`src/verilog/game_pkg.sv`:
```
package game_pkg;

    // Top-level game flow
    typedef enum logic [2:0] {
        ST_WAIT          = 3'd0,
        ST_PLAY          = 3'd1,
        ST_FILTER_SELECT = 3'd2,
        ST_CAPTURE       = 3'd3,
        ST_SEND          = 3'd4
    } game_state_t;

    localparam int NUM_ENEMIES = 8;
    localparam int CNT_W       = $clog2(NUM_ENEMIES + 1);  // Holds 0..NUM_ENEMIES

    localparam int COORD_W = 9;
    typedef logic [COORD_W-1:0] coord_t;

    localparam int SCORE_W = 10;
    typedef logic [SCORE_W-1:0] score_t;
    localparam score_t SCORE_MAX = 10'd999;

    localparam int TIMER_W = 6;
    typedef logic [TIMER_W-1:0] timer_t;
    localparam timer_t ROUND_SECONDS = 6'd30;

    // 25_000_000 on the board, scaled down for simulation
    localparam logic [31:0] SEC_CYCLES  = 32'd16;
    localparam logic [31:0] MOVE_CYCLES = 32'd4;

    localparam coord_t FALL_STEP     = 9'd2;
    localparam coord_t FIELD_BOTTOM  = 9'd240;
    localparam coord_t SPAWN_X_RANGE = 9'd305;
    localparam logic [15:0] LFSR_SEED = 16'hACE1;

    // Difficulty bands
    localparam logic [31:0] SPAWN_SLOW = SEC_CYCLES;
    localparam logic [31:0] SPAWN_MID  = SEC_CYCLES / 2;
    localparam logic [31:0] SPAWN_FAST = SEC_CYCLES / 3;
    localparam logic [CNT_W-1:0] CAP_SLOW = 4'd3;
    localparam logic [CNT_W-1:0] CAP_MID  = 4'd5;
    localparam logic [CNT_W-1:0] CAP_FAST = 4'd8;
    localparam timer_t BAND_MID_SEC  = 6'd20;
    localparam timer_t BAND_FAST_SEC = 6'd10;

    localparam coord_t PLAYER_Y   = 9'd210;
    localparam coord_t PLANE_SIZE = 9'd16;
    localparam logic [31:0] INVINCIBLE_CYCLES = SEC_CYCLES;

endpackage
```
`src/verilog/enemy_if.sv`:
```
`timescale 1ns/1ns

interface enemy_if import game_pkg::*; ();

    coord_t enemy_x      [NUM_ENEMIES];
    coord_t enemy_y      [NUM_ENEMIES];
    logic   enemy_active [NUM_ENEMIES];
    logic   pass_event;  // One cycle, some enemy crossed the player row

    modport field (
        output enemy_x, enemy_y, enemy_active, pass_event
    );

    modport collider (
        input enemy_x, enemy_y, enemy_active
    );

    modport scorer (
        input pass_event
    );

endinterface

```
`src/verilog/game_core.sv`:
```
`timescale 1ns/1ns

module game_core import game_pkg::*; (
    input  logic        clk,
    input  logic        reset,
    input  logic        start_btn,
    input  logic        player_detected,
    input  coord_t      player_x,
    output game_state_t game_state,
    output score_t      score,
    output timer_t      timer_sec,
    output logic        invincible,
    output coord_t      enemy_x      [NUM_ENEMIES],
    output coord_t      enemy_y      [NUM_ENEMIES],
    output logic        enemy_active [NUM_ENEMIES]
);

    logic collision_event;

    enemy_if enemies ();  // Shared enemy state between peers

    game_fsm game_fsm_inst (
        .clk        (clk),
        .reset      (reset),
        .start_btn  (start_btn),
        .timer_sec  (timer_sec),
        .game_state (game_state)
    );

    round_timer round_timer_inst (
        .clk        (clk),
        .reset      (reset),
        .game_state (game_state),
        .timer_sec  (timer_sec)
    );

    enemy_field enemy_field_inst (
        .clk        (clk),
        .reset      (reset),
        .game_state (game_state),
        .timer_sec  (timer_sec),
        .enemies    (enemies.field)
    );

    collision_unit collision_unit_inst (
        .clk             (clk),
        .reset           (reset),
        .game_state      (game_state),
        .player_x        (player_x),
        .player_detected (player_detected),
        .enemies         (enemies.collider),
        .collision_event (collision_event),
        .invincible      (invincible)
    );

    score_keeper score_keeper_inst (
        .clk             (clk),
        .reset           (reset),
        .game_state      (game_state),
        .collision_event (collision_event),
        .enemies         (enemies.scorer),
        .score           (score)
    );

    assign enemy_x      = enemies.enemy_x;
    assign enemy_y      = enemies.enemy_y;
    assign enemy_active = enemies.enemy_active;

endmodule

```
`src/verilog/score_keeper.sv`:
```
`timescale 1ns/1ns

module score_keeper import game_pkg::*; (
    input  logic        clk,
    input  logic        reset,
    input  game_state_t game_state,
    input  logic        collision_event,
    enemy_if.scorer     enemies,
    output score_t      score
);

    always_ff @(posedge clk or posedge reset) begin
        if (reset) begin
            score <= '0;
        end else begin
            case (game_state)
                ST_WAIT: score <= '0;
                ST_PLAY: begin
                    // Hit wins over a pass in the same cycle
                    if (collision_event) begin
                        if (score != '0) score <= score - 1'b1;
                    end else if (enemies.pass_event) begin
                        if (score < SCORE_MAX) score <= score + 1'b1;  // Saturate
                    end
                end
                default: ;  // Kept for the result screens
            endcase
        end
    end

endmodule

```
`src/verilog/collision_unit.sv`:
```
`timescale 1ns/1ns

module collision_unit import game_pkg::*; (
    input  logic        clk,
    input  logic        reset,
    input  game_state_t game_state,
    input  coord_t      player_x,
    input  logic        player_detected,
    enemy_if.collider   enemies,
    output logic        collision_event,
    output logic        invincible
);

    logic [31:0]      inv_cnt;
    logic             hit;
    logic [COORD_W:0] px_lo, px_hi;  // One extra bit, no wrap at the edge
    logic [COORD_W:0] ex_lo, ex_hi, ey_lo, ey_hi;

    assign invincible = (inv_cnt != '0);

    // Box overlap against every active enemy
    always_comb begin
        hit   = 1'b0;
        px_lo = {1'b0, player_x};
        px_hi = px_lo + PLANE_SIZE;
        ex_lo = '0;
        ex_hi = '0;
        ey_lo = '0;
        ey_hi = '0;
        for (int i = 0; i < NUM_ENEMIES; i++) begin
            ex_lo = {1'b0, enemies.enemy_x[i]};
            ex_hi = ex_lo + PLANE_SIZE;
            ey_lo = {1'b0, enemies.enemy_y[i]};
            ey_hi = ey_lo + PLANE_SIZE;
            if (enemies.enemy_active[i] && px_hi > ex_lo && px_lo < ex_hi &&
                PLAYER_Y + PLANE_SIZE > ey_lo && PLAYER_Y < ey_hi)
                hit = 1'b1;
        end
        if (game_state != ST_PLAY || !player_detected) hit = 1'b0;
    end

    always_ff @(posedge clk or posedge reset) begin
        if (reset) begin
            inv_cnt         <= '0;
            collision_event <= 1'b0;
        end else begin
            collision_event <= 1'b0;
            if (game_state != ST_PLAY) begin
                inv_cnt <= '0;
            end else if (hit && inv_cnt == '0) begin
                collision_event <= 1'b1;
                inv_cnt         <= INVINCIBLE_CYCLES;  // Grace period after a hit
            end else if (inv_cnt != '0) begin
                inv_cnt <= inv_cnt - 1'b1;
            end
        end
    end

endmodule

```
`src/verilog/enemy_field.sv`:
```
`timescale 1ns/1ns

module enemy_field import game_pkg::*; (
    input  logic        clk,
    input  logic        reset,
    input  game_state_t game_state,
    input  timer_t      timer_sec,
    enemy_if.field      enemies
);

    logic [31:0]                    move_cnt;
    logic [31:0]                    spawn_cnt;
    logic [31:0]                    spawn_interval;
    logic [CNT_W-1:0]               enemy_cap;
    logic [CNT_W-1:0]               active_cnt;
    logic [15:0]                    lfsr;
    logic [$clog2(NUM_ENEMIES)-1:0] spawn_idx;
    logic                           spawn_try;
    coord_t                         next_y [NUM_ENEMIES];

    // Number of enemies on the field
    always_comb begin
        active_cnt = '0;
        for (int i = 0; i < NUM_ENEMIES; i++) begin
            if (enemies.enemy_active[i]) active_cnt = active_cnt + 1'b1;
        end
    end

    always_comb begin
        for (int i = 0; i < NUM_ENEMIES; i++) begin
            next_y[i] = enemies.enemy_y[i] + FALL_STEP;
        end
    end

    assign spawn_try = (spawn_cnt >= spawn_interval) && (active_cnt < enemy_cap);

    always_ff @(posedge clk or posedge reset) begin
        if (reset) begin
            move_cnt           <= '0;
            spawn_cnt          <= '0;
            spawn_interval     <= SPAWN_SLOW;
            enemy_cap          <= CAP_SLOW;
            lfsr               <= LFSR_SEED;
            spawn_idx          <= '0;
            enemies.pass_event <= 1'b0;
            for (int i = 0; i < NUM_ENEMIES; i++) begin
                enemies.enemy_x[i]      <= '0;
                enemies.enemy_y[i]      <= '0;
                enemies.enemy_active[i] <= 1'b0;
            end
        end else begin
            enemies.pass_event <= 1'b0;
            case (game_state)
                ST_WAIT: begin
                    move_cnt       <= '0;
                    spawn_cnt      <= '0;
                    spawn_interval <= SPAWN_SLOW;
                    enemy_cap      <= CAP_SLOW;
                    for (int i = 0; i < NUM_ENEMIES; i++) begin
                        enemies.enemy_active[i] <= 1'b0;
                        enemies.enemy_y[i]      <= '0;
                    end
                end
                ST_PLAY: begin
                    // Faster spawns and more enemies late in the round
                    if (timer_sec > BAND_MID_SEC) begin
                        spawn_interval <= SPAWN_SLOW;
                        enemy_cap      <= CAP_SLOW;
                    end else if (timer_sec > BAND_FAST_SEC) begin
                        spawn_interval <= SPAWN_MID;
                        enemy_cap      <= CAP_MID;
                    end else begin
                        spawn_interval <= SPAWN_FAST;
                        enemy_cap      <= CAP_FAST;
                    end

                    if (move_cnt >= MOVE_CYCLES) begin
                        move_cnt <= '0;
                        for (int i = 0; i < NUM_ENEMIES; i++) begin
                            if (enemies.enemy_active[i]) begin
                                enemies.enemy_y[i] <= next_y[i];
                                if (enemies.enemy_y[i] <= PLAYER_Y && next_y[i] > PLAYER_Y)
                                    enemies.pass_event <= 1'b1;  // Shows with the new y
                                if (next_y[i] > FIELD_BOTTOM)
                                    enemies.enemy_active[i] <= 1'b0;
                            end
                        end
                    end else begin
                        move_cnt <= move_cnt + 1'b1;
                    end

                    if (spawn_try) begin
                        spawn_cnt <= '0;
                        lfsr      <= {lfsr[14:0], lfsr[15] ^ lfsr[13] ^ lfsr[12] ^ lfsr[10]};
                        // Busy slot skips this attempt
                        if (!enemies.enemy_active[spawn_idx]) begin
                            enemies.enemy_active[spawn_idx] <= 1'b1;
                            enemies.enemy_x[spawn_idx]      <= lfsr[8:0] % SPAWN_X_RANGE;
                            enemies.enemy_y[spawn_idx]      <= '0;
                        end
                        spawn_idx <= spawn_idx + 1'b1;
                    end else begin
                        spawn_cnt <= spawn_cnt + 1'b1;
                    end
                end
                default: ;  // Field frozen
            endcase
        end
    end

endmodule

```
`src/verilog/round_timer.sv`:
```
`timescale 1ns/1ns

module round_timer import game_pkg::*; (
    input  logic        clk,
    input  logic        reset,
    input  game_state_t game_state,
    output timer_t      timer_sec
);

    logic [31:0] cycle_cnt;  // Cycles within the current game second

    always_ff @(posedge clk or posedge reset) begin
        if (reset) begin
            cycle_cnt <= '0;
            timer_sec <= ROUND_SECONDS;
        end else begin
            case (game_state)
                ST_WAIT: begin
                    cycle_cnt <= '0;
                    timer_sec <= ROUND_SECONDS;
                end
                ST_PLAY: begin
                    if (cycle_cnt >= SEC_CYCLES) begin
                        cycle_cnt <= '0;
                        if (timer_sec != '0) timer_sec <= timer_sec - 1'b1;  // Stops at 0
                    end else begin
                        cycle_cnt <= cycle_cnt + 1'b1;
                    end
                end
                default: ;  // Frozen after the round
            endcase
        end
    end

endmodule

```
`src/verilog/game_fsm.sv`:
```
`timescale 1ns/1ns

module game_fsm import game_pkg::*; (
    input  logic        clk,
    input  logic        reset,
    input  logic        start_btn,
    input  timer_t      timer_sec,
    output game_state_t game_state
);

    logic start_btn_prev;
    logic start_edge;

    always_ff @(posedge clk or posedge reset) begin
        if (reset) begin
            start_btn_prev <= 1'b0;
        end else begin
            start_btn_prev <= start_btn;
        end
    end

    assign start_edge = start_btn & ~start_btn_prev;  // Held button counts once

    always_ff @(posedge clk or posedge reset) begin
        if (reset) begin
            game_state <= ST_WAIT;
        end else begin
            case (game_state)
                ST_WAIT:          if (start_edge) game_state <= ST_PLAY;
                // Button ignored, round ends on the timer
                ST_PLAY:          if (timer_sec == '0) game_state <= ST_FILTER_SELECT;
                ST_FILTER_SELECT: if (start_edge) game_state <= ST_CAPTURE;
                ST_CAPTURE:       if (start_edge) game_state <= ST_SEND;
                ST_SEND:          if (start_edge) game_state <= ST_WAIT;
                default:          game_state <= ST_WAIT;
            endcase
        end
    end

endmodule

```
`config.mk`:
```
export PLATFORM = sky130hd
export DESIGN_NAME = game_core
export DESIGN_NICKNAME = d
export VERILOG_FILES = /design/src/verilog/game_pkg.sv /design/src/verilog/enemy_if.sv /design/src/verilog/game_core.sv /design/src/verilog/score_keeper.sv /design/src/verilog/collision_unit.sv /design/src/verilog/enemy_field.sv /design/src/verilog/round_timer.sv /design/src/verilog/game_fsm.sv
export SDC_FILE = /design/constraint.sdc
export NUM_CORES = 1
export LEC_CHECK = 0
export BUFFER_PORTS_ARGS = -buffer_cell sky130_fd_sc_hd__buf_2
export CAP_MARGIN = 0
export CORE_MARGIN = 2
export CORE_UTILIZATION = 60
export DETAILED_ROUTE_END_ITERATION = 12
export PLACE_DENSITY_LB_ADDON = 0.1
export SETUP_SLACK_MARGIN = 0.05
export SLEW_MARGIN = 20
export SYNTH_ARGS = -nofsm -noshare
export SYNTH_HDL_FRONTEND = slang
export SYNTH_SLANG_ARGS = --single-unit
export TNS_END_PERCENT = 30
```
`constraint.sdc`:
```
create_clock -name clk -period 28.6 [get_ports clk]
set_input_delay 1.43 -clock clk [delete_from_list [all_inputs] [get_ports clk]]
set_output_delay 1.43 -clock clk [all_outputs]
set_load 0.01 [all_outputs]
```
=== Word-level counts from Yosys, hierarchy flattened ===
Index checks and enable logic that the tools add are counted.

* $add $sub $neg: 40
* Divide/modulo/power cells: 1
* Order comparisons: 65
* Equal/unequal tests: 15
* Muxes and demuxes: 112
* Bitwise gates (word level): 10
* Reductions and logical operators: 58

{| class="wikitable"
|+ Operators by type and width
! operator !! number
|-
| two-way mux 72 bit || 4
|-
| case mux 32 bit (2 select lines) || 4
|-
| two-way mux 32 bit || 7
|-
| adder 9 x 5 -> 10 bit, second input constant || 17
|-
| greater-than comparator 9 x 8 -> 1 bit, second input constant || 16
|-
| case mux 72 bit (2 select lines) || 1
|-
| adder 32 x 1 -> 32 bit, second input constant || 3
|-
| two-way mux 9 bit || 9
|-
| greater-than comparator 10 x 9 -> 1 bit || 8
|-
| less-than comparator 8 x 10 -> 1 bit, first input constant || 8
|-
| less-than comparator 9 x 10 -> 1 bit || 8
|-
| adder 9 x 2 -> 9 bit, second input constant || 8
|-
| AND 72 bit || 1
|-
| bitwise mux 72 bit || 1
|-
| greater-than comparator 8 x 9 -> 1 bit, first input constant || 8
|-
| <= comparator 9 x 8 -> 1 bit, second input constant || 8
|-
| NOT 72 bit || 1
|-
| two-way mux 1 bit || 53
|-
| logical AND 1 bit || 43
|-
| two-way mux 10 bit || 4
|-
| two-way mux 4 bit || 10
|-
| >= comparator 32 x 3 -> 1 bit, second input constant || 1
|-
| >= comparator 32 bit || 1
|-
| >= comparator 32 x 5 -> 1 bit, second input constant || 1
|-
| other kinds (51) || 76
|}

* Register bits: 357
* Bits of input ports: 13
* Output and inout port bits: 172
* Word-level logic and storage cells: 339

=== Logic depth before layout (Yosys ltp) ===
* Depth after elaboration: 25
* Depth in mapped cells: 28

=== Cells and area by module ===
Synthesis repeated with hierarchy kept, for this count alone.

* Cells, all modules: 2252
* Area total of the unflattened synthesis: 21097.7 um2

{| class="wikitable"
|+ By module, submodules not included
! module !! times used !! cells an instance !! area an instance (um2) !! sequential area each (um2)
|-
| enemy_field || 1 || 1361 || 13216.4 || 6018.3
|-
| collision_unit || 1 || 645 || 5237.5 || 825.8
|-
| round_timer || 1 || 135 || 1607.8 || 955.9
|-
| score_keeper || 1 || 95 || 829.5 || 250.2
|-
| game_fsm || 1 || 16 || 206.4 || 100.1
|}

=== Worst setup path before layout ===
OpenSTA, ideal clock, no wires.

* Path kind: register to register
* Start point: register enemy_field_inst.enemies.enemy_active[7]
* End point: register enemy_field_inst.enemies.enemy_y[20]
* Setup time: 122 ps
* Arrival time: 5271 ps
* Path slack: 23207 ps
* Cell stages (with the launch flop): 25
* Path through: dfrtp_1 > inv_1 > ha_1 > xor2_1 > ha_1 > nand2_1 > o31ai_1 > ha_1 > mux2_2 > ha_1 > mux2_2 > ha_1 > nand2_1 > xnor2_1 > xnor2_1 > nand3_1 > xnor2_1 > a21o_1 > xnor2_1 > ha_1 > or2_2 > or3_4 > or2_4 > a31o_1 > a32o_1

* Cells in the longest elaborated chain, start to end: 19

{| class="wikitable"
|+ RTL lines
! what !! RTL line !! RTL
|-
| from (decl) || enemy_if.sv:11 || <nowiki>output enemy_x, enemy_y, enemy_active, pass_event</nowiki>
|-
| from (signal, indexed assignment) || enemy_field.sv:49 || <nowiki>enemies.enemy_active[i] <= 1'b0;</nowiki>
|-
| from (signal, indexed assignment) || enemy_field.sv:60 || <nowiki>enemies.enemy_active[i] <= 1'b0;</nowiki>
|-
| from (signal, indexed assignment) || enemy_field.sv:85 || <nowiki>enemies.enemy_active[i] <= 1'b0;</nowiki>
|-
| two-way mux 1 bit || enemy_field.sv:25 || <nowiki>if (enemies.enemy_active[i]) active_cnt = active_cnt + 1'b1;</nowiki>
|-
| adder 1 x 1 -> 2 bit || enemy_field.sv:25 ||
|-
| two-way mux 4 bit || enemy_field.sv:25 ||
|-
| adder 4 x 1 -> 4 bit || enemy_field.sv:25 ||
|-
| two-way mux 4 bit || enemy_field.sv:25 ||
|-
| adder 4 x 1 -> 4 bit || enemy_field.sv:25 ||
|-
| two-way mux 4 bit || enemy_field.sv:25 ||
|-
| adder 4 x 1 -> 4 bit || enemy_field.sv:25 ||
|-
| [3 not listed] || n/a ||
|-
| adder 4 x 1 -> 4 bit || enemy_field.sv:25 ||
|-
| two-way mux 4 bit || enemy_field.sv:25 ||
|-
| adder 4 x 1 -> 4 bit || enemy_field.sv:25 ||
|-
| two-way mux 4 bit || enemy_field.sv:25 ||
|-
| less-than comparator 4 bit || enemy_field.sv:35 || <nowiki>assign spawn_try = (spawn_cnt >= spawn_interval) && (active_cnt < enemy_cap);</nowiki>
|-
| logical AND 1 bit || enemy_field.sv:35 ||
|-
| two-way mux 72 bit * || enemy_field.sv:92 || <nowiki>if (spawn_try) begin</nowiki>
|-
| case mux 72 bit (2 select lines) * || enemy_field.sv:53 || <nowiki>case (game_state)</nowiki>
|-
| to (signal, indexed assignment) || enemy_field.sv:81 || <nowiki>enemies.enemy_y[i] <= next_y[i];</nowiki>
|-
| to (decl) || enemy_if.sv:11 ||
|}

Mark *: on every way between the ends. The rest lies on a longest branch, timed or not. The select of a mux whose other input is x is not followed.
A chain may end at the register's enable or synchronous reset.

=== Final worst setup path ===
* Start point: register enemy_field_inst.enemies.enemy_active[7]
* End point: register enemy_field_inst.enemies.enemy_x[43]

* Cells in the longest elaborated chain, start to end: 18

{| class="wikitable"
|+ RTL lines
! what !! RTL line !! RTL
|-
| two-way mux 1 bit || enemy_field.sv:25 ||
|-
| adder 1 x 1 -> 2 bit || enemy_field.sv:25 ||
|-
| two-way mux 4 bit || enemy_field.sv:25 ||
|-
| adder 4 x 1 -> 4 bit || enemy_field.sv:25 ||
|-
| two-way mux 4 bit || enemy_field.sv:25 ||
|-
| adder 4 x 1 -> 4 bit || enemy_field.sv:25 ||
|-
| two-way mux 4 bit || enemy_field.sv:25 ||
|-
| adder 4 x 1 -> 4 bit || enemy_field.sv:25 ||
|-
| [2 not listed] || n/a ||
|-
| two-way mux 4 bit || enemy_field.sv:25 ||
|-
| adder 4 x 1 -> 4 bit || enemy_field.sv:25 ||
|-
| two-way mux 4 bit || enemy_field.sv:25 ||
|-
| adder 4 x 1 -> 4 bit || enemy_field.sv:25 ||
|-
| two-way mux 4 bit || enemy_field.sv:25 ||
|-
| less-than comparator 4 bit || enemy_field.sv:35 ||
|-
| logical AND 1 bit || enemy_field.sv:35 ||
|-
| AND reduction 3 bit (no line) * || n/a ||
|-
| to (signal, indexed assignment) || enemy_field.sv:98 || <nowiki>enemies.enemy_x[spawn_idx] <= lfsr[8:0] % SPAWN_X_RANGE;</nowiki>
|-
| to (decl) || enemy_if.sv:11 ||
|}

Marked as above.

==> impl_metrics.ini <==
[routing]
wl_per_cell_um = 19.2
wl_mm = 57.0
route.detailed.drc = 0
drt-initial-drc-count = 1476
vias = 18336
viasPerCell = 6.17
antenna_left = 0
dr.pass1.iters = 7

[worst_setup_path]
required_ns = 28.99
path_class = reg -> reg
start_kind = register
slowest_delay_ns = 0.80
timing.critical_path.mode_cell = ha_1
path_cells = inv_1 -> ha_1 -> xor2_1 -> ha_1 -> nand2_1 -> o31ai_1 -> ha_1 -> mux2_2 -> ha_1 -> mux2_2 -> ha_1 -> nand2_1 -> xnor2_1 -> xnor2_1 -> nand3_1 -> xnor2_1 -> a21o_1 -> xnor2_1 -> ha_1 -> nor2_1 -> nand3_2 -> or3_1 -> nand2_1 -> o21ai_0
endpoint_kind = register
cp_max_fo = 19
critPathSlowestCell = or3_1
cp.arrival_ns = 6.68

[layout]
antenna_cells = 0
drive_gt1_frac = 0.131
fin_util = 0.682
area_growth_pct = 12.7
fillerInstances = 2753
stdcell_count = 2973
stdcell_area_um2 = 23400
finalNetCount = 2692

[global_route]
first_global_vias = 17660
grt_max_degree = 102
overflow = 0
grt_pass1_wl_mm = 92.3
antenna_found_initial = 0
grtUsageTotal = 0.317

[synth]
synth_cell_types = 82
synth_edf_count = 0
synthCells = 2351
syn-num-nets = 2554
seq_area_frac_synth = 0.393
yosys.area.top_type_share = 0.375
syn_area_um2 = 20700
synth_area_leader_cell = dfrtp_1
ys_async_sr_fraction = 1.00
synth-seq-cells = 325
yosysWarnings = 0
synth.avg_cell_area_um2 = 8.82
synth_ff_type = dfrtp_1
synth_area_leaders = dfrtp_1 38%, ha_1 11%, nand2_1 5.4%, o21ai_0 4.3%, xnor2_1 3.4%

[timing]
slew_headroom = 0.230
slew_violations = 0
setup-tns-final_ns = 0
rsz0062_at_grt = false
clock.fmax_mhz = 159
post-route-worst-setup-slack_ns = 22.31
holdWs_ns = 0.464
setup-violations-final = 0
fin_worst_skew_ns = 0.0132
fin_crit_sh = 0.220
hold_viol_final = 0
period_minus_slack_ns = 6.29
worst-slew-pin-transition_ns = 1.15

[worst_hold_path]
min_path_type = reg -> reg

[place]
portBuffers = 184
dp_hpwl_mm = 40.0
place_inst = 2905
placed_cell_area_um2 = 22000
gp_congestion = 0.983
dp_slack_ns = 22.38

[clocking]
root_buffer = clkbuf_16
cts_tree = done
cts_sinks = 325
path_clk_slew_ns = 0.06
cts_hold_buf = 0
clk_latency_ns = 0.54
h-tree-depth = 2
numCtsBuffers = 37
clockBufferDepth = 3
postCtsSetupRepairBufs = 0
cts_resized = 0

[pwr]
p_leak_nw = 10.9
max-vdd-ir-drop_mv = 0.0662
power.total_mw = 1.69
cellPowerDensity_nw_per_um2 = 72.5

[floorplanning]
rows = 68
pin_count = 185
coreArea_um2 = 34300
start_util = 0.605
die_area_um2 = 36100
fp.dieH_um = 190
dieWidth_um = 190

[job]
drv_cap = 0

[status]
outcome = finished clean
## flip-flops by register name (all words and copies together) (netlist names)
register                               flops
enemy_field_inst.spawn_idx                 3
collision_unit_inst.collision_event        1
score_keeper_inst.score                   10
round_timer_inst.timer_sec                 6
game_fsm_inst.start_btn_prev               1
enemy_field_inst.move_cnt                 32
enemy_field_inst.enemies.pass_event        1
enemy_field_inst.spawn_cnt                32
enemy_field_inst.enemy_cap                 3
game_fsm_inst.game_state                   3
enemy_field_inst.enemies.enemy_y          72
enemy_field_inst.enemies.enemy_active      8
collision_unit_inst.inv_cnt               32
enemy_field_inst.lfsr                     16
enemy_field_inst.spawn_interval            1
enemy_field_inst.enemies.enemy_x          72
round_timer_inst.cycle_cnt                32
## final timing paths
| path | startpoint | end | slack (ns) | cells after the start |
|---|---|---|---|---|
| max reg2reg | enemy_field_inst.enemies.enemy_active[7] | enemy_field_inst.enemies.enemy_x[43] | 22.31 | 24 |
| min reg2reg | enemy_field_inst.lfsr[11] | enemy_field_inst.lfsr[11] | 0.46 | 2 |
| min in group asynchronous | reset | enemy_field_inst.enemies.enemy_y[7] | 0.99 | 2 |
| min | enemy_field_inst.lfsr[11] | enemy_field_inst.lfsr[11] | 0.46 | 2 |
| max | enemy_field_inst.enemies.enemy_active[7] | enemy_field_inst.enemies.enemy_x[43] | 22.31 | 24 |
| max in group asynchronous | reset | collision_unit_inst.inv_cnt[15] | 26.14 | 3 |
## report_power, final
part | total [mW] | internal [mW] | switching [mW]
combinational | 0.565 | 0.223 | 0.342
clock | 0.535 | 0.336 | 0.200
sequential | 0.593 | 0.510 | 0.0834
total | 1.69 | 1.07 | 0.625
## kinds of logic after synthesis
family	synth area share
simple gates	0.214
mux	0.0108
buf+inv	0.0441
compound gates	0.172
flops	0.393
xor+xnor	0.0516
fa+ha+maj	0.115
## final cells by class
| class | count | area [um2] | area share |
|---|---|---|---|
| clock inverters | 19 | 328 | 0.0140 |
| multi-input cells | 1792 | 11700 | 0.501 |
| repair buffers | 202 | 1060 | 0.0453 |
| well taps | 455 | 569 | 0.0244 |
| inverters | 131 | 499 | 0.0214 |
| clock buffers | 49 | 1060 | 0.0454 |
| flip-flops and latches | 325 | 8150 | 0.349 |
## Yosys cell counts (14+ instances only)
cell type	instances
clkbuf_1	81
xnor2_1	81
a31oi_1	39
a21oi_1	103
dfrtp_1	311
xor2_1	34
nand4_1	37
nand2_1	297
a21o_1	21
or3_1	22
nor2_1	144
nand3_1	105
ha_1	189
dfstp_2	14
and3_1	34
nor3_1	50
nand2b_1	20
o21ai_1	27
o31ai_1	31
o21ai_0	180
nor4_1	36
or4_1	14
nor2b_1	28
inv_1	131
and2_1	70
## per-layer routing
layer	wire length (um)	GRT usage	vias up	share of wire
li1	-	-	8661	-
met1	24600	0.426	8925	0.43
met2	26800	0.527	616	0.47
met3	3630	0.0463	134	0.064
met4	1930	0.108	0	0.034
met5	0	0	-	0
## layout by cell type (no fill, tap or decap), types with 9 or more instances in the layout
cell / instances
or4_1: 14
xnor2_1: 79
o21ai_0: 180
buf_2: 184
clkbuf_16: 37
nor4_1: 36
nand2_1: 297
o22ai_1: 11
mux2i_1: 10
o21ai_1: 27
dfstp_2: 14
ha_1: 189
dfrtp_1: 311
o31ai_1: 31
nor3_1: 49
a21oi_1: 103
inv_1: 130
a21o_1: 21
nor2b_1: 28
nand3_1: 105
or3_1: 22
o211ai_1: 12
nand2b_1: 20
mux2_2: 11
clkbuf_8: 9
a22o_1: 11
nor2_1: 142
a31oi_1: 39
o21bai_1: 9
nand4_1: 37
and2_1: 70
and3_1: 34
buf_4: 17
xor2_1: 34
## critical path, delay by kind of cell (launching register included)
family / cells / cell delay [ns]
compound gates: 3 / 0.41
mux: 2 / 0.59
flops: 1 / 0.46
xor+xnor: 5 / 0.85
buf+inv: 1 / 0.11
simple gates: 7 / 2.05
fa+ha+maj: 6 / 1.65
(Power assumes the default switching activity.)
